[src/conv_config.svh]
`ifndef CONV_CONFIG_SVH
`define CONV_CONFIG_SVH

// word and array geometry
`define WORD_WIDTH     8
`define UNITS          2    // rows produced per block
`define KERNEL_H_MAX   3
`define KERNEL_W_MAX   3
`define CORES          2    // weight lanes

// image limits
`define IM_CIN_MAX     4
`define IM_COLS_MAX    8
`define IM_BLOCKS_MAX  4

// units plus kernel halo, rounded up to a power of two
`define IM_IN_WORDS    (2 ** $clog2(`UNITS + `KERNEL_H_MAX - 1))

`endif

[src/conv_pkg.sv]
`include "conv_config.svh"

package conv_pkg;

  typedef logic [`WORD_WIDTH-1:0] word_t;

  typedef word_t [`IM_IN_WORDS-1:0] pixel_beat_t;  // word 0 in the low bits
  typedef word_t [`CORES-1:0][`KERNEL_W_MAX-1:0] weight_beat_t;

  typedef logic [$clog2(`IM_BLOCKS_MAX+1)-1:0] blocks_t;
  typedef logic [$clog2(`IM_COLS_MAX+1)-1:0]   cols_t;
  typedef logic [$clog2(`IM_CIN_MAX+1)-1:0]    cin_t;

  // decoded from header words 0..3, flags live in word 3 bits 0..2
  typedef struct packed {
    blocks_t blocks;
    cols_t   cols;
    cin_t    cin;
    logic    is_max;
    logic    is_lrelu;
    logic    is_1x1;
  } im_config_t;

  typedef struct packed {
    logic is_top_block;
    logic is_bottom_block;
    logic is_cin_last;
    logic is_col_last;
    logic is_max;
    logic is_lrelu;
    logic is_1x1;
  } conv_user_t;

  typedef struct packed {
    conv_user_t  user;
    pixel_beat_t pixels;
  } tagged_pixel_t;

endpackage

[src/axis_beat_if.sv]
`timescale 1ns/1ps

// valid/ready stream, payload type chosen per instance
interface axis_beat_if #(
  parameter type T = logic
);

  logic valid;
  logic ready;
  logic last;
  T     data;

  // data and last hold with valid until the beat transfers
  modport source (
    output valid,
    output last,
    output data,
    input  ready
  );

  modport sink (
    input  valid,
    input  last,
    input  data,
    output ready
  );

endinterface

[src/axis_input_pipe.sv]
`timescale 1ns/1ps

module axis_input_pipe import conv_pkg::*; (
  input  logic         aclk,
  input  logic         reset,
  input  logic         s_pixels_1_valid,
  output logic         s_pixels_1_ready,
  input  logic         s_pixels_1_last,
  input  pixel_beat_t  s_pixels_1_data,
  input  logic         s_pixels_2_valid,
  output logic         s_pixels_2_ready,
  input  logic         s_pixels_2_last,
  input  pixel_beat_t  s_pixels_2_data,
  input  logic         s_weights_valid,
  output logic         s_weights_ready,
  input  logic         s_weights_last,
  input  weight_beat_t s_weights_data,
  output logic         m_valid,
  input  logic         m_ready,
  output logic         m_last,
  output pixel_beat_t  m_pixels_1,
  output pixel_beat_t  m_pixels_2,
  output weight_beat_t m_weights,
  output conv_user_t   m_user
);

  axis_beat_if #(.T(pixel_beat_t))   px1_in ();
  axis_beat_if #(.T(pixel_beat_t))   px1_sliced ();
  axis_beat_if #(.T(tagged_pixel_t)) px1_tagged ();
  axis_beat_if #(.T(pixel_beat_t))   px2_in ();
  axis_beat_if #(.T(pixel_beat_t))   px2_sliced ();
  axis_beat_if #(.T(weight_beat_t))  w_in ();
  axis_beat_if #(.T(weight_beat_t))  w_sliced ();
  axis_beat_if #(.T(weight_beat_t))  w_rotated ();

  logic image_done;

  assign px1_in.valid     = s_pixels_1_valid;
  assign px1_in.last      = s_pixels_1_last;
  assign px1_in.data      = s_pixels_1_data;
  assign s_pixels_1_ready = px1_in.ready;

  assign px2_in.valid     = s_pixels_2_valid;
  assign px2_in.last      = s_pixels_2_last;
  assign px2_in.data      = s_pixels_2_data;
  assign s_pixels_2_ready = px2_in.ready;

  assign w_in.valid      = s_weights_valid;
  assign w_in.last       = s_weights_last;
  assign w_in.data       = s_weights_data;
  assign s_weights_ready = w_in.ready;

  axis_reg_slice #(.T(pixel_beat_t)) px1_slice (.aclk, .reset, .s(px1_in), .m(px1_sliced));
  axis_reg_slice #(.T(pixel_beat_t)) px2_slice (.aclk, .reset, .s(px2_in), .m(px2_sliced));
  axis_reg_slice #(.T(weight_beat_t)) w_slice (.aclk, .reset, .s(w_in), .m(w_sliced));

  im_stream_tagger tagger (.aclk, .reset, .s(px1_sliced), .m(px1_tagged));

  weights_rotator rotator (.aclk, .reset, .image_done, .s(w_sliced), .m(w_rotated));

  input_joiner joiner (
    .pixels_1   (px1_tagged),
    .pixels_2   (px2_sliced),
    .weights    (w_rotated),
    .m_valid, .m_ready, .m_last,
    .m_pixels_1, .m_pixels_2, .m_weights, .m_user,
    .image_done
  );

endmodule

[src/axis_reg_slice.sv]
`timescale 1ns/1ps

module axis_reg_slice #(
  parameter type T = logic
) (
  input  logic        aclk,
  input  logic        reset,
  axis_beat_if.sink   s,
  axis_beat_if.source m
);

  T     main_data;
  T     skid_data;
  logic main_valid;
  logic main_last;
  logic skid_valid;
  logic skid_last;
  logic main_free;

  assign s.ready   = !skid_valid;  // only from local state
  assign main_free = !main_valid || m.ready;

  assign m.valid = main_valid;
  assign m.last  = main_last;
  assign m.data  = main_data;

  always_ff @(posedge aclk) begin
    if (reset) begin
      main_valid <= 1'b0;
      main_last  <= 1'b0;
      skid_valid <= 1'b0;
      skid_last  <= 1'b0;
    end else if (main_free) begin
      main_valid <= skid_valid || s.valid;  // spare drains first
      main_last  <= skid_valid ? skid_last : s.last;
      skid_valid <= 1'b0;
    end else if (s.valid && !skid_valid) begin
      skid_valid <= 1'b1;  // output stalled, park the beat
      skid_last  <= s.last;
    end
  end

  always_ff @(posedge aclk) begin
    if (main_free) main_data <= skid_valid ? skid_data : s.data;
    if (!skid_valid) skid_data <= s.data;  // only kept when skid_valid sets
  end

endmodule

[src/im_stream_tagger.sv]
`timescale 1ns/1ps

module im_stream_tagger import conv_pkg::*; (
  input  logic        aclk,
  input  logic        reset,
  axis_beat_if.sink   s,
  axis_beat_if.source m
);

  im_config_t cfg;
  logic       header_pending;  // next input beat is a header
  blocks_t    blk_cnt;
  cols_t      col_cnt;
  cin_t       cin_cnt;
  logic       cin_last;
  logic       col_last;
  logic       blk_last;
  logic       beat_last;
  logic       take;
  conv_user_t user;

  assign cin_last  = cin_cnt == cfg.cin - 1'b1;
  assign col_last  = col_cnt == cfg.cols - 1'b1;
  assign blk_last  = blk_cnt == cfg.blocks - 1'b1;
  assign beat_last = blk_last && col_last && cin_last;

  // header is always taken, image beats need room in the output register
  assign s.ready = header_pending || !m.valid || m.ready;
  assign take    = s.valid && s.ready && !header_pending;

  always_comb begin
    user.is_top_block    = blk_cnt == '0;
    user.is_bottom_block = blk_last;
    user.is_cin_last     = cin_last;
    user.is_col_last     = col_last;
    user.is_max          = cfg.is_max;
    user.is_lrelu        = cfg.is_lrelu;
    user.is_1x1          = cfg.is_1x1;
  end

  always_ff @(posedge aclk) begin
    if (reset) begin
      header_pending <= 1'b1;
      m.valid        <= 1'b0;
      m.last         <= 1'b0;
      blk_cnt        <= '0;
      col_cnt        <= '0;
      cin_cnt        <= '0;
    end else begin
      if (header_pending && s.valid) header_pending <= 1'b0;

      if (take) begin
        m.valid <= 1'b1;
        m.last  <= beat_last;
        // channel fastest, then column, then block
        cin_cnt <= cin_last ? '0 : cin_cnt + 1'b1;
        if (cin_last) col_cnt <= col_last ? '0 : col_cnt + 1'b1;
        if (cin_last && col_last) blk_cnt <= blk_last ? '0 : blk_cnt + 1'b1;
        if (beat_last) header_pending <= 1'b1;
      end else if (m.ready) begin
        m.valid <= 1'b0;
        m.last  <= 1'b0;
      end
    end
  end

  always_ff @(posedge aclk) begin
    if (header_pending && s.valid) begin
      cfg.blocks   <= blocks_t'(s.data[0]);
      cfg.cols     <= cols_t'(s.data[1]);
      cfg.cin      <= cin_t'(s.data[2]);
      cfg.is_max   <= s.data[3][0];
      cfg.is_lrelu <= s.data[3][1];
      cfg.is_1x1   <= s.data[3][2];
    end
    if (take) begin
      m.data.user   <= user;
      m.data.pixels <= s.data;
    end
  end

endmodule

[src/input_joiner.sv]
`timescale 1ns/1ps

module input_joiner import conv_pkg::*; (
  axis_beat_if.sink    pixels_1,
  axis_beat_if.sink    pixels_2,
  axis_beat_if.sink    weights,
  output logic         m_valid,
  input  logic         m_ready,
  output logic         m_last,
  output pixel_beat_t  m_pixels_1,
  output pixel_beat_t  m_pixels_2,
  output weight_beat_t m_weights,
  output conv_user_t   m_user,
  output logic         image_done
);

  // a beat moves only when all three sides have one
  assign m_valid = pixels_1.valid && pixels_2.valid && weights.valid;

  assign pixels_1.ready = m_ready && pixels_2.valid && weights.valid;
  assign pixels_2.ready = m_ready && pixels_1.valid && weights.valid;
  assign weights.ready  = m_ready && pixels_1.valid && pixels_2.valid;

  assign m_last     = pixels_1.last;  // image framing follows pixel 1
  assign m_user     = pixels_1.data.user;
  assign m_pixels_1 = pixels_1.data.pixels;
  assign m_pixels_2 = pixels_2.data;
  assign m_weights  = weights.data;

  assign image_done = m_valid && m_ready && m_last;

endmodule

[src/weights_rotator.sv]
`timescale 1ns/1ps
`include "conv_config.svh"

module weights_rotator import conv_pkg::*; (
  input  logic        aclk,
  input  logic        reset,
  input  logic        image_done,
  axis_beat_if.sink   s,
  axis_beat_if.source m
);

  localparam int IDX_W = $clog2(`IM_CIN_MAX);

  weight_beat_t     mem [`IM_CIN_MAX];  // one entry per input channel
  logic             loading;
  cin_t             count;
  logic [IDX_W-1:0] wr_idx;
  logic [IDX_W-1:0] rd_idx;
  logic             rd_wrap;
  logic             load_beat;

  assign wr_idx    = count[IDX_W-1:0];
  assign rd_wrap   = cin_t'(rd_idx) == count - 1'b1;
  assign load_beat = s.valid && s.ready;

  assign s.ready = loading;
  assign m.valid = !loading;
  assign m.data  = mem[rd_idx];
  assign m.last  = rd_wrap;  // final channel of one rotation

  always_ff @(posedge aclk) begin
    if (reset) begin
      loading <= 1'b1;
      count   <= '0;
      rd_idx  <= '0;
    end else if (image_done) begin
      loading <= 1'b1;  // next image brings its own weights
      count   <= '0;
      rd_idx  <= '0;
    end else if (loading) begin
      if (load_beat) begin
        count <= count + 1'b1;
        if (s.last) loading <= 1'b0;
      end
    end else if (m.valid && m.ready) begin
      rd_idx <= rd_wrap ? '0 : rd_idx + 1'b1;
    end
  end

  // channel counts above IM_CIN_MAX would wrap the write index
  always_ff @(posedge aclk) begin
    if (load_beat) mem[wr_idx] <= s.data;
  end

endmodule

[config.mk]
export PLATFORM = sky130hd
export DESIGN_NAME = axis_input_pipe
export DESIGN_NICKNAME = d
export VERILOG_FILES = /design/src/conv_pkg.sv /design/src/axis_beat_if.sv /design/src/axis_input_pipe.sv /design/src/axis_reg_slice.sv /design/src/im_stream_tagger.sv /design/src/input_joiner.sv /design/src/weights_rotator.sv
export VERILOG_INCLUDE_DIRS = /design/src /design/src/src
export SDC_FILE = /design/constraint.sdc
export NUM_CORES = 1
export LEC_CHECK = 0
export ABC_AREA = 1
export BUFFER_PORTS_ARGS = -buffer_cell sky130_fd_sc_hd__buf_2
export CAP_MARGIN = 15
export CORE_ASPECT_RATIO = 0.5
export CORE_MARGIN = 2
export CORE_UTILIZATION = 40
export CTS_BUF_LIST = sky130_fd_sc_hd__clkbuf_8
export CTS_CLUSTER_DIAMETER = 60
export DETAILED_ROUTE_END_ITERATION = 12
export SYNTH_ARGS = -nofsm -noshare
export SYNTH_HDL_FRONTEND = slang
export SYNTH_SLANG_ARGS = --single-unit
export TNS_END_PERCENT = 30
[constraint.sdc]
create_clock -name aclk -period 7.39 [get_ports aclk]
set_clock_uncertainty 0.15 [all_clocks]
set_input_delay 1.478 -clock aclk [delete_from_list [all_inputs] [get_ports aclk]]
set_output_delay 1.478 -clock aclk [all_outputs]
set_load 0.01 [all_outputs]
==> results.rst, run 1 <==
.. list-table::
   :header-rows: 1

   * - Metric
     - Value
   * - Result of the run
     - finished clean
   * - Fraction of the yosys area taken by sequential cells
     - 0.785
   * - Synth-to-Final Area Change
     - 18.3%
   * - Worst min-delay path class
     - reg -> reg
   * - Post-CTS repair timing setup buffer count
     - 0
   * - Num rows
     - 53
   * - Avg Vias per Cell
     - 4.60
   * - Data arrival time of the critical path
     - 2.71 ns
   * - Antenna violations before repair
     - 0
   * - Routed met1 length
     - 15,900 µm
   * - Fill cell instance count of the final layout
     - 3,820
   * - Relative contribution of combinational cells to total power
     - 0.040
   * - Crit path capture type
     - primary output
   * - Max transition margin
     - 0.264
   * - Synth Warn #
     - 0
   * - Final number of setup-violating endpoints
     - 0
   * - Post-Route Hold Slack
     - 0.270 ns
   * - Die span in y
     - 151 µm
   * - Minimum setup slack after placement
     - 3.64 ns
   * - Routed wire length per instance
     - 16.4 µm
   * - Horiz. Die Dim
     - 297 µm
   * - Number of vias after detailed routing
     - 10.3k
   * - Post-synthesis register bit count
     - 497
   * - Cell area after technology mapping
     - 0.0172 mm²
   * - Cell at the root of the clock tree
     - clkbuf_8
   * - Clock tree from TritonCTS
     - built
   * - Worst Tran Pin Value
     - 1.10 ns
   * - Power density relative to cell area
     - 264 mW/mm²
   * - Cell internal power dissipation
     - 0.00420 W
   * - Final period util
     - 0.588
   * - Critical Path RT
     - 5.76 ns
   * - Portion of total power attributed to sequential cells
     - 0.588
   * - Crit path time final
     - 4.34 ns
   * - Detail Route Antenna Nets
     - 0
   * - Routed WL
     - 36,900 µm
   * - Area of the core
     - 0.0422 mm²
   * - Post_cts resized
     - 0
   * - Average cell area after synthesis
     - 12.8 µm²
   * - Maximum fanout along the worst path
     - 49
   * - Number of port buffers
     - 242
   * - Clock buffer depth
     - 3
   * - H-Tree Level Count
     - 3
   * - Post-Syn Nets
     - 1,478
   * - Switching share of power
     - 0.219
   * - Max-slew violations
     - 0
   * - Starting DRC count in detailed routing
     - 470
   * - Highest clock frequency the design can meet
     - 0.230 GHz
   * - Antenna cells
     - 0
   * - Clock slew at the register clock pins of the worst setup and hold paths
     - 0.06 ns
   * - Peak supply drop
     - 0.000116 V
   * - DRC violations left
     - 0
   * - Overall fraction of global-route tracks in use
     - 0.163
   * - Leakage
     - 8.26 nW
   * - Dpl hpwl
     - 21,400 µm
   * - Unique masters post-synth
     - 26
   * - Number of sinks handled by clock tree synthesis
     - 497
   * - Die Area
     - 0.0448 mm²
   * - Clock latency on the worst-skew pair
     - 0.59 ns
   * - Number of global-route vias before repair
     - 10.4k
   * - Sequential cell area in the final layout
     - 0.0135 mm²
   * - Sw power
     - 0.00118 W
   * - Clock network power share
     - 0.372
   * - Iteration count of the initial detailed-routing pass
     - 4
   * - Routability congestion estimate from global placement
     - 0.740
   * - Global-route congestion overflow total
     - 0
   * - Amount of wire on met2 after detailed routing
     - 18,900 µm
   * - Global-route wire length before repair
     - 56,400 µm
   * - Final count of hold timing violations
     - 0
   * - Crit path launch type
     - register
   * - Starting density of the core
     - 0.407
   * - Multi-input gate area
     - 0.00331 mm²
   * - NumNets Final
     - 1,751
   * - Max-cap viol count
     - 0
   * - I/O pins
     - 245
   * - Hold buffers post-CTS
     - 0
   * - Worst Setup Path Type
     - reg -> out
   * - Fraction of layout instances using a drive strength above 1
     - 0.220
   * - Setup TNS
     - 0 ns
   * - R2r setup slk
     - 4.81 ns
   * - Worst setup slack after layout
     - 3.05 ns
   * - RSZ-0062 raised after global routing
     - false
   * - Synthesized instance count
     - 1,346
   * - Largest net degree at the start of global routing
     - 97
   * - Cts bufs inserted
     - 71
   * - Routed wl met3
     - 1360 µm
   * - Uppermost layer routed
     - met4
metrics by stage:
step / total power [W] / util / cells / cell area (µm²)
floorplan: 0.00332 / - / 1346 / 17200
global placement: 0.00344 / 0.451 / 2123 / 19100
detailed placement: 0.00344 / 0.451 / 2123 / 19100
CTS: 0.00545 / 0.482 / 2248 / 20400
global route: 0.00560 / 0.482 / 2248 / 20400
finish: 0.00538 / 0.482 / 2248 / 20400
cell usage after synthesis:
cell,n,share of area
a21oi_1,13,0.0038
o21ai_0,96,0.028
a21oi_4,1,0.00095
buf_1,4,0.00087
edfxtp_1,356,0.62
o211ai_1,2,0.00087
inv_2,2,0.00044
a211oi_1,2,0.00087
dfxtp_1,141,0.16
xnor2_1,4,0.0020
nor3_1,5,0.0015
nor2_1,123,0.027
inv_1,48,0.010
nor2_4,2,0.0013
nand3_2,1,0.00058
o22ai_1,48,0.017
clkbuf_1,46,0.010
xor2_1,6,0.0031
buf_2,8,0.0023
nand2_1,405,0.088
o21ai_1,5,0.0015
ha_1,11,0.0080
nand2_2,1,0.00036
nand3_1,13,0.0038
nand4_1,2,0.00073
nand3_4,1,0.0010
routing by layer:
metal,up-vias,track usage
met3,64,0.0358
met2,160,0.291
li1,5158,-
met5,-,0
met4,0,0.0530
met1,4967,0.198
flip-flops by register name, summed over array words and instances, names as in the netlist, 2 cells and up, named ones only:
signal and count:
px1_slice.m.data 32, px1_slice.skid_data 32, px2_slice.m.data 32, px2_slice.skid_data 32, rotator.count 3, rotator.mem 192, rotator.rd_idx 2, tagger.blk_cnt 3
tagger.cfg 13, tagger.cin_cnt 3, tagger.col_cnt 4, tagger.m.data 39, w_slice.m.data 48, w_slice.skid_data 48
logic make-up after synthesis:
| logic type | after synthesis | synth area share |
|---|---|---|
| compound gates | 167 | 0.0533 |
| xor+xnor | 10 | 0.00509 |
| fa+ha+maj | 11 | 0.00800 |
| buf+inv | 108 | 0.0241 |
| flops | 497 | 0.785 |
| simple gates | 553 | 0.124 |
layout make-up:
cell class,count,share of cell area
multi-input combinational,741,0.163
inverter,50,0.00921
timing repair buffer,258,0.0654
sequential,497,0.664
clock buffer,77,0.0520
clock inverter,48,0.0117
tap,577,0.0354
placed cells by master (no fill, tap or decap), types with 6 or more instances in the layout:
master and instances:
nor2_1 119, ha_1 11, edfxtp_1 356, xor2_1 6, buf_2 242, clkinv_1 9
buf_4 16, clkbuf_8 77, clkinv_2 10, inv_2 6, nand2_1 405, dfxtp_1 139
o22ai_1 48, o21ai_0 96, nand3_1 13, nor2_4 6, a21oi_1 13, inv_1 68
critical path, stage by stage, from the launching register on:
cell	delay (ns)
dfxtp_2	0.32
inv_2	0.62
buf_4	0.58
o21ai_0	0.15
o22ai_1	0.25
buf_2	0.18
power groups by stage:
stage	combinational [W]	sequential, W	clock [W]
after floorplan	0.0000999	0.00322	0
after global placement	0.000219	0.00322	0
after detailed placement	0.000222	0.00322	0
after CTS	0.000223	0.00316	0.00207
after global routing	0.000244	0.00317	0.00219
final	0.000217	0.00316	0.00200
final timing paths:
| check | startpoint | endpoint | depth (start not counted) |
|---|---|---|---|
| worst max-delay path | register | m_weights[14] | 5 |
| worst min-delay path | px1_slice.m.data[23] | tagger.m.data[23] | 0 |
| worst max register to register | rotator.s.ready | rotator.mem[0][30] | 3 |
| worst min register to register | px1_slice.m.data[23] | tagger.m.data[23] | 0 |
Note: power is estimated with default switching activity, not from simulation.
==> run 2: changes to the inputs <==
Settings changed: ABC_AREA 1 to 0.
Clock period 7.39 ns to 3.7 ns, I/O delays scaled along.
==> run 2 against run 1 <==
Sequential cell count did not move. Sequential share of layout area down 0.076 points. Hold slack got worse by 0.063 ns. Critical path type unchanged.
==> results.rst, run 2 <==
.. list-table::
   :header-rows: 1

   * - Metric
     - Value
   * - Result of the run
     - finished clean
   * - Worst Tran Pin Value
     - 1.07 ns (-0.0356 ns)
   * - Power density relative to cell area
     - 541 mW/mm² (+100%)
   * - Cell with the most instances after synthesis
     - edfxtp_1
   * - Crit path launch type
     - register
   * - Setup TNS
     - 0 ns (unchanged)
   * - Cts bufs inserted
     - 72 (+1.4%)
   * - Largest net degree at the start of global routing
     - 49 (-49%)
   * - Clock tree from TritonCTS
     - built
   * - Leading cell type in the layout, fill and taps excluded
     - edfxtp_1
   * - Post-Syn Nets
     - 958 (-35%)
   * - Max-slew violations
     - 0 (unchanged)
   * - Clock latency on the worst-skew pair
     - 0.62 ns (+0.03 ns)
   * - Avg Vias per Cell
     - 4.64 (+0.70%)
   * - Number of standard cells in the final layout excluding fillers
     - 1,764 (-22%)
   * - NumNets Final
     - 1,261 (-28%)
   * - Worst min-delay path class
     - in -> reg
   * - Crit path time final
     - 3.21 ns
   * - Number of sinks handled by clock tree synthesis
     - 497 (unchanged)
   * - Post-Route Hold Slack
     - 0.207 ns (-0.0629 ns)
   * - Top cell type's share of synthesized area
     - 0.631 (+0.00996)
   * - Post-synthesis register bit count
     - 497 (unchanged)
   * - Largest regs
     - rotator.mem: 192 flops, w_slice.m.data: 48 flops, w_slice.skid_data: 48 flops
   * - DRC violations left
     - 0 (unchanged)
   * - Top cells by instance count after synthesis
     - edfxtp_1 (356), dfxtp_1 (141), mux2_2 (112)
   * - Fraction of layout instances using a drive strength above 1
     - 0.446 (+0.225)
   * - Data arrival time of the critical path
     - 2.32 ns (-0.39 ns)
   * - Cell at the root of the clock tree
     - clkbuf_8
   * - Dominant delay contributor by cell family on the critical path
     - flip-flops
   * - Post-Place Cells
     - 1,632 (-23%)
   * - Critical Path, Cell by Cell
     - buf_4 -> mux4_2 -> buf_2
   * - Final period util
     - 0.868
   * - Number of global-route vias before repair
     - 8,911 (-14%)
   * - Routed WL
     - 32,000 µm (-13%)
   * - RSZ-0062 raised after global routing
     - false
   * - Overall fraction of global-route tracks in use
     - 0.147 (-0.0159)
   * - Area of the core
     - 0.0419 mm² (-0.79%)
   * - Final count of hold timing violations
     - 0 (unchanged)
   * - Critical Path RT
     - 2.81 ns (-2.95 ns)
   * - Dpl hpwl
     - 20,000 µm (-6.7%)
   * - Starting density of the core
     - 0.404 (-0.00325)
   * - Starting DRC count in detailed routing
     - 372 (-21%)
   * - Global-route congestion overflow total
     - 0 (unchanged)
   * - I/O pins
     - 245 (unchanged)
   * - Post-synthesis cell type with the largest combined area
     - edfxtp_1
   * - Post-CTS repair timing setup buffer count
     - 0 (unchanged)
   * - Highest clock frequency the design can meet
     - 0.311 GHz
   * - Global-route wire length before repair
     - 49,000 µm (-13%)
   * - Fraction of the yosys area taken by sequential cells
     - 0.798 (+0.0126)
   * - Hold buffers post-CTS
     - 0 (unchanged)
   * - Clock buffer depth
     - 3 (unchanged)
   * - Synthesized instance count
     - 826 (-39%)
   * - Die span in y
     - 150 µm (-0.77%)
   * - Average cell area after synthesis
     - 20.5 µm² (+60%)
   * - Synth Warn #
     - 0 (unchanged)
   * - Design Power
     - 0.0110 W (+110%)
   * - Utilization after layout
     - 0.487 (+0.00450)
   * - Leakage
     - 7.48 nW (-9.3%)
   * - Unique masters post-synth
     - 43 (+65%)
   * - Reg with most FFs
     - rotator.mem
   * - Largest register FFs
     - 192 (unchanged)
   * - Worst Setup Path Type
     - reg -> out
   * - Post_cts resized
     - 0 (unchanged)
   * - Iteration count of the initial detailed-routing pass
     - 4 (unchanged)
   * - Horiz. Die Dim
     - 295 µm (-0.78%)
   * - Cell area after technology mapping
     - 0.0169 mm² (-1.6%)
   * - Synth-to-Final Area Change
     - 20.4%
   * - Number of vias after detailed routing
     - 8,178 (-21%)
   * - Number of flops mapped to enable cells by yosys
     - 356 (unchanged)
   * - Leading register cell type out of synthesis
     - edfxtp_1
   * - Largest incremental delay on the critical path
     - 0.77 ns (+0.15 ns)
   * - Commonest non-fill, non-tap cells in the layout
     - edfxtp_1 (356), buf_2 (242), dfxtp_1 (138), mux2_2 (112), clkbuf_8 (83)
   * - Die Area
     - 0.0441 mm² (-1.5%)
   * - R2r setup slk
     - 1.27 ns (-3.54 ns)
   * - Clock slew at the register clock pins of the worst setup and hold paths
     - 0.07 ns (about the same)
   * - Slowest CP cell
     - dfxtp_2
   * - Maximum fanout along the worst path
     - 23 (-53%)
   * - Routed wire length per instance
     - 18.2 µm (+10%)
   * - Cells taking the most area after synthesis
     - edfxtp_1 (63%), dfxtp_1 (17%), mux2_2 (7.4%)
   * - Num rows
     - 53 (unchanged)
   * - Antenna cells
     - 0 (unchanged)
   * - FFs w/ async S/R, synth
     - 0 (unchanged)
   * - Final number of setup-violating endpoints
     - 0 (unchanged)
   * - Crit path capture type
     - primary output
   * - Critical path buffer and inverter count
     - 2 (-1)
   * - Routability congestion estimate from global placement
     - 0.747 (+0.89%)
   * - Peak supply drop
     - 0.000264 V (+130%)
   * - H-Tree Level Count
     - 3 (unchanged)
   * - Max transition margin
     - 0.289 (+0.0245)
   * - Antenna violations before repair
     - 1 (+1)
   * - Detail Route Antenna Nets
     - 0 (unchanged)
   * - Number of port buffers
     - 242 (unchanged)
   * - Max-cap viol count
     - 0 (unchanged)
[run 2: kinds of logic (layout without fill, tap and decap cells)]
kind of cell             after synthesis  in the layout  share of synthesized area
adder cells (fa/ha/maj)               11             11                    0.00812
XOR/XNOR                              18             18                     0.0120
AND/OR/NAND/NOR                       71             71                     0.0230
flip-flops                           497            497                      0.798
buffers and inverters                 45            406                     0.0106
AO/OA/AOI/OAI                         20             20                    0.00798
multiplexers                         164            164                      0.141
[run 2: power breakdown]
part           internal (W)  switching (W)
registers           0.00622      0.0000829
logic              0.000204       0.000221
clock network       0.00228        0.00202
total               0.00870        0.00233
[run 2: area by class of cell]
| class | instances | area (µm²) |
|---|---|---|
| multi-input combinational | 284 | 3260 |
| tap | 577 | 722 |
| fill | 3597 | 21500 |
| clock buffer | 83 | 1140 |
| clock inverter | 49 | 299 |
| timing repair buffer | 258 | 1390 |
| sequential | 497 | 13500 |
| inverter | 16 | 60.1 |
[run 2: metrics by stage]
| stage | cell area, µm² | setup WS, ns |
|---|---|---|
| 2_1_floorplan | 16900 | 0.941 |
| 3_5_place_dp | 19000 | 0.946 |
| 3_3_place_gp | 19000 | 1.07 |
| 6_report | 20400 | 0.490 |
| 5_1_grt | 20400 | 0.335 |
| 4_1_cts | 20400 | 0.344 |
[run 2: worst paths after layout]
check / start / endpoint / cells after the start
hold reg to reg: tagger.cfg[1] / tagger.m.data[33] / 0
hold / removal: s_weights_data[35] / w_slice.skid_data[35] / 2
setup / recovery: register / m_weights[23] / 3
setup reg to reg: rotator.s.ready / tagger.col_cnt[2] / 5
[run 2: layer usage]
layer  vias up  track usage  share of wire
met5         -            0        0.00034
met4         2       0.0505          0.022
met3        58       0.0426          0.048
met2       154        0.271           0.54
met1      4147        0.163           0.39
li1       3817            -              -
==> run 3: changes to the inputs <==
Settings changed: CTS_BUF_LIST sky130_fd_sc_hd__clkbuf_8 to sky130_fd_sc_hd__clkbuf_4 sky130_fd_sc_hd__clkbuf_8 sky130_fd_sc_hd__clkbuf_16.
==> run 3 against run 2 <==
Via count is 2.0% lower. Final cell count is 2.9% lower. Register-to-register slack worse by 0.02 ns. Routed wire length is 1.4% lower. Maximum frequency is 1.5% higher. Total power is 5.6% higher. Combinational power hardly changed. Critical path type unchanged.
==> results.rst, run 3 (synthesis gave the netlist of run 2 again) <==
.. list-table::
   :header-rows: 1

   * - Metric
     - Value
   * - Largest net degree at the start of global routing
     - 49 (unchanged)
   * - Routed wire length per instance
     - 18.4 µm (+1.6%)
   * - Leading cell type in the layout, fill and taps excluded
     - edfxtp_1
   * - Fill cell instance count of the final layout
     - 3,500 (-2.7%)
   * - Starting DRC count in detailed routing
     - 408 (+9.7%)
   * - Critical Path, Cell by Cell
     - buf_4 -> mux4_2 -> buf_2
   * - Critical Path RT
     - 2.81 ns (about the same)
   * - Routed WL
     - 31,600 µm (-1.4%)
   * - Placed cell area
     - 0.0190 mm² (unchanged)
   * - RSZ-0062 raised after global routing
     - false
   * - Max-cap viol count
     - 0 (unchanged)
   * - Setup TNS
     - 0 ns (unchanged)
   * - Largest incremental delay on the critical path
     - 0.79 ns (+0.02 ns)
   * - Final instance area
     - 0.0205 mm² (+0.72%)
   * - Clock buffer depth
     - 3 (unchanged)
   * - Post_cts resized
     - 0 (unchanged)
   * - Crit path launch type
     - register
   * - DRC violations left
     - 0 (unchanged)
   * - Maximum fanout along the worst path
     - 23 (unchanged)
   * - Area of the core
     - 0.0419 mm² (unchanged)
   * - Die Area
     - 0.0441 mm² (unchanged)
   * - Peak supply drop
     - 0.000319 V (+21%)
   * - R2r setup slk
     - 1.25 ns (-0.02 ns)
   * - Worst setup slack after layout
     - 0.536 ns (+0.0460 ns)
   * - Detail Route Antenna Nets
     - 0 (unchanged)
   * - Final count of hold timing violations
     - 0 (unchanged)
   * - Max transition margin
     - 0.276 (-0.0129)
   * - Max-slew violations
     - 0 (unchanged)
   * - Relative contribution of combinational cells to total power
     - 0.037 (-0.002)
   * - Post-Place Cells
     - 1,632 (unchanged)
   * - Power density relative to cell area
     - 567 mW/mm² (+4.8%)
   * - Global-route congestion overflow total
     - 0 (unchanged)
   * - Cell at the root of the clock tree
     - clkbuf_16
   * - NumNets Final
     - 1,233 (-2.2%)
   * - Reg with most FFs
     - rotator.mem
   * - Number of port buffers
     - 242 (unchanged)
   * - Clock tree from TritonCTS
     - built
   * - Hold path start
     - px1_slice.m.data[28]
   * - Minimum setup slack after placement
     - 0.946 ns (unchanged)
   * - Die span in y
     - 150 µm (unchanged)
   * - Worst min-delay path class
     - reg -> reg
   * - Switching share of power
     - 0.195 (-0.0160)
   * - Horiz. Die Dim
     - 295 µm (unchanged)
   * - Launching point of the worst reg2reg path
     - rotator.s.ready
   * - Worst r2r dst
     - tagger.col_cnt[2]
   * - Clock slew at the register clock pins of the worst setup and hold paths
     - 0.06 ns (about the same)
   * - Global-route wire length before repair
     - 48,400 µm (-1.2%)
   * - Number of vias after detailed routing
     - 8,016 (-2.0%)
   * - Num rows
     - 53 (unchanged)
   * - Crit path capture type
     - primary output
   * - Avg Vias per Cell
     - 4.68 (+0.94%)
   * - Hold Path Stages
     - 0 (-2)
   * - Worst Setup Path Type
     - reg -> out
   * - Highest clock frequency the design can meet
     - 0.316 GHz (+1.5%)
   * - Number of global-route vias before repair
     - 8,648 (-3.0%)
   * - Post-Route Hold Slack
     - 0.268 ns (+0.0617 ns)
   * - Fraction of layout instances using a drive strength above 1
     - 0.450 (+0.00416)
   * - End point of the worst hold path
     - tagger.m.data[28]
   * - Sw power
     - 0.00227 W (-2.4%)
   * - Cell internal power dissipation
     - 0.00937 W (+7.7%)
   * - I/O pins
     - 245 (unchanged)
   * - Iteration count of the initial detailed-routing pass
     - 4 (unchanged)
   * - Largest register FFs
     - 192 (unchanged)
   * - H-Tree Level Count
     - 2 (-1)
   * - Synth-to-Final Area Change
     - 21.3%
   * - Cts bufs inserted
     - 44 (-39%)
   * - Post-CTS repair timing setup buffer count
     - 0 (unchanged)
   * - Path depth of the worst reg2reg path
     - 5 (unchanged)
   * - Result of the run
     - finished clean
   * - Commonest non-fill, non-tap cells in the layout
     - edfxtp_1 (356), buf_2 (242), dfxtp_1 (138), mux2_2 (112), mux4_2 (48)
   * - Routability congestion estimate from global placement
     - 0.747 (unchanged)
   * - Data arrival time of the critical path
     - 2.27 ns (-0.05 ns)
   * - Final number of setup-violating endpoints
     - 0 (unchanged)
   * - Portion of total power attributed to sequential cells
     - 0.541 (-0.030)
   * - Largest regs
     - rotator.mem: 192 flops, w_slice.m.data: 48 flops, w_slice.skid_data: 48 flops
   * - Crit path time final
     - 3.16 ns (-0.0460 ns)
   * - Leakage
     - 7.44 nW (-0.62%)
   * - Final period util
     - 0.855 (-0.0124)
   * - Worst Tran Pin Value
     - 1.09 ns (+0.0193 ns)
   * - Antenna violations before repair
     - 1 (unchanged)
   * - Number of sinks handled by clock tree synthesis
     - 497 (unchanged)
   * - Clock network power share
     - 0.423 (+0.033)
   * - Slowest CP cell
     - dfxtp_2
   * - Overall fraction of global-route tracks in use
     - 0.144 (-0.00329)
   * - Hold buffers post-CTS
     - 0 (unchanged)
   * - Clock latency on the worst-skew pair
     - 0.55 ns (-0.07 ns)
   * - Dpl hpwl
     - 20,000 µm (unchanged)
   * - Number of standard cells in the final layout excluding fillers
     - 1,713 (-2.9%)
   * - Antenna cells
     - 0 (unchanged)
   * - Starting density of the core
     - 0.404 (unchanged)
run 3: how the worst max path moves through the flow:
stage | start | end | cells past startpoint | slack [ns]
after global routing | register | m_weights[23] | 3 | 0.42
after global placement | register | m_weights[17] | 3 | 1.07
after floorplan | m_ready | tagger.blk_cnt[1] | 5 | 0.94
after CTS | register | m_weights[23] | 3 | 0.42
final | register | m_weights[15] | 3 | 0.54
after detailed placement | m_ready | tagger.col_cnt[2] | 6 | 0.95
run 3: final cells by class:
class	instances	area (µm²)	area share
clock buffers	62	1300	0.0631
clock inverters	19	292	0.0142
repair buffers	258	1390	0.0679
multi-input cells	284	3260	0.159
flip-flops and latches	497	13500	0.658
inverters	16	60.1	0.00292
well taps	577	722	0.0351
run 3: power by group through the flow:
stage	Sequential [W]	Combinational, W	Clock [W]
global placement	0.00640	0.000424	0
detailed placement	0.00642	0.000436	0
floorplan	0.00641	0.000213	0
finish	0.00629	0.000425	0.00492
global route	0.00632	0.000466	0.00528
CTS	0.00630	0.000437	0.00506
run 3: per-stage QoR:
stage / total power (W) / util
floorplan: 0.00663 / -
global placement: 0.00682 / 0.452
detailed placement: 0.00685 / 0.452
CTS: 0.0118 / 0.490
global route: 0.0121 / 0.490
finish: 0.0116 / 0.490
run 3: metal layers:
layer | GRT usage | part of all wire | up-vias
met1 | 0.165 | 0.39 | 4085
met5 | 0 | 0.00051 | -
met2 | 0.270 | 0.54 | 126
li1 | - | - | 3750
met4 | 0.0371 | 0.020 | 2
met3 | 0.0345 | 0.043 | 53
run 3: critical path: cells and delay by family, from the launching register on:
family	cells	cell delay (ns)
mux	1	0.36
buf+inv	2	0.57
flops	1	0.79
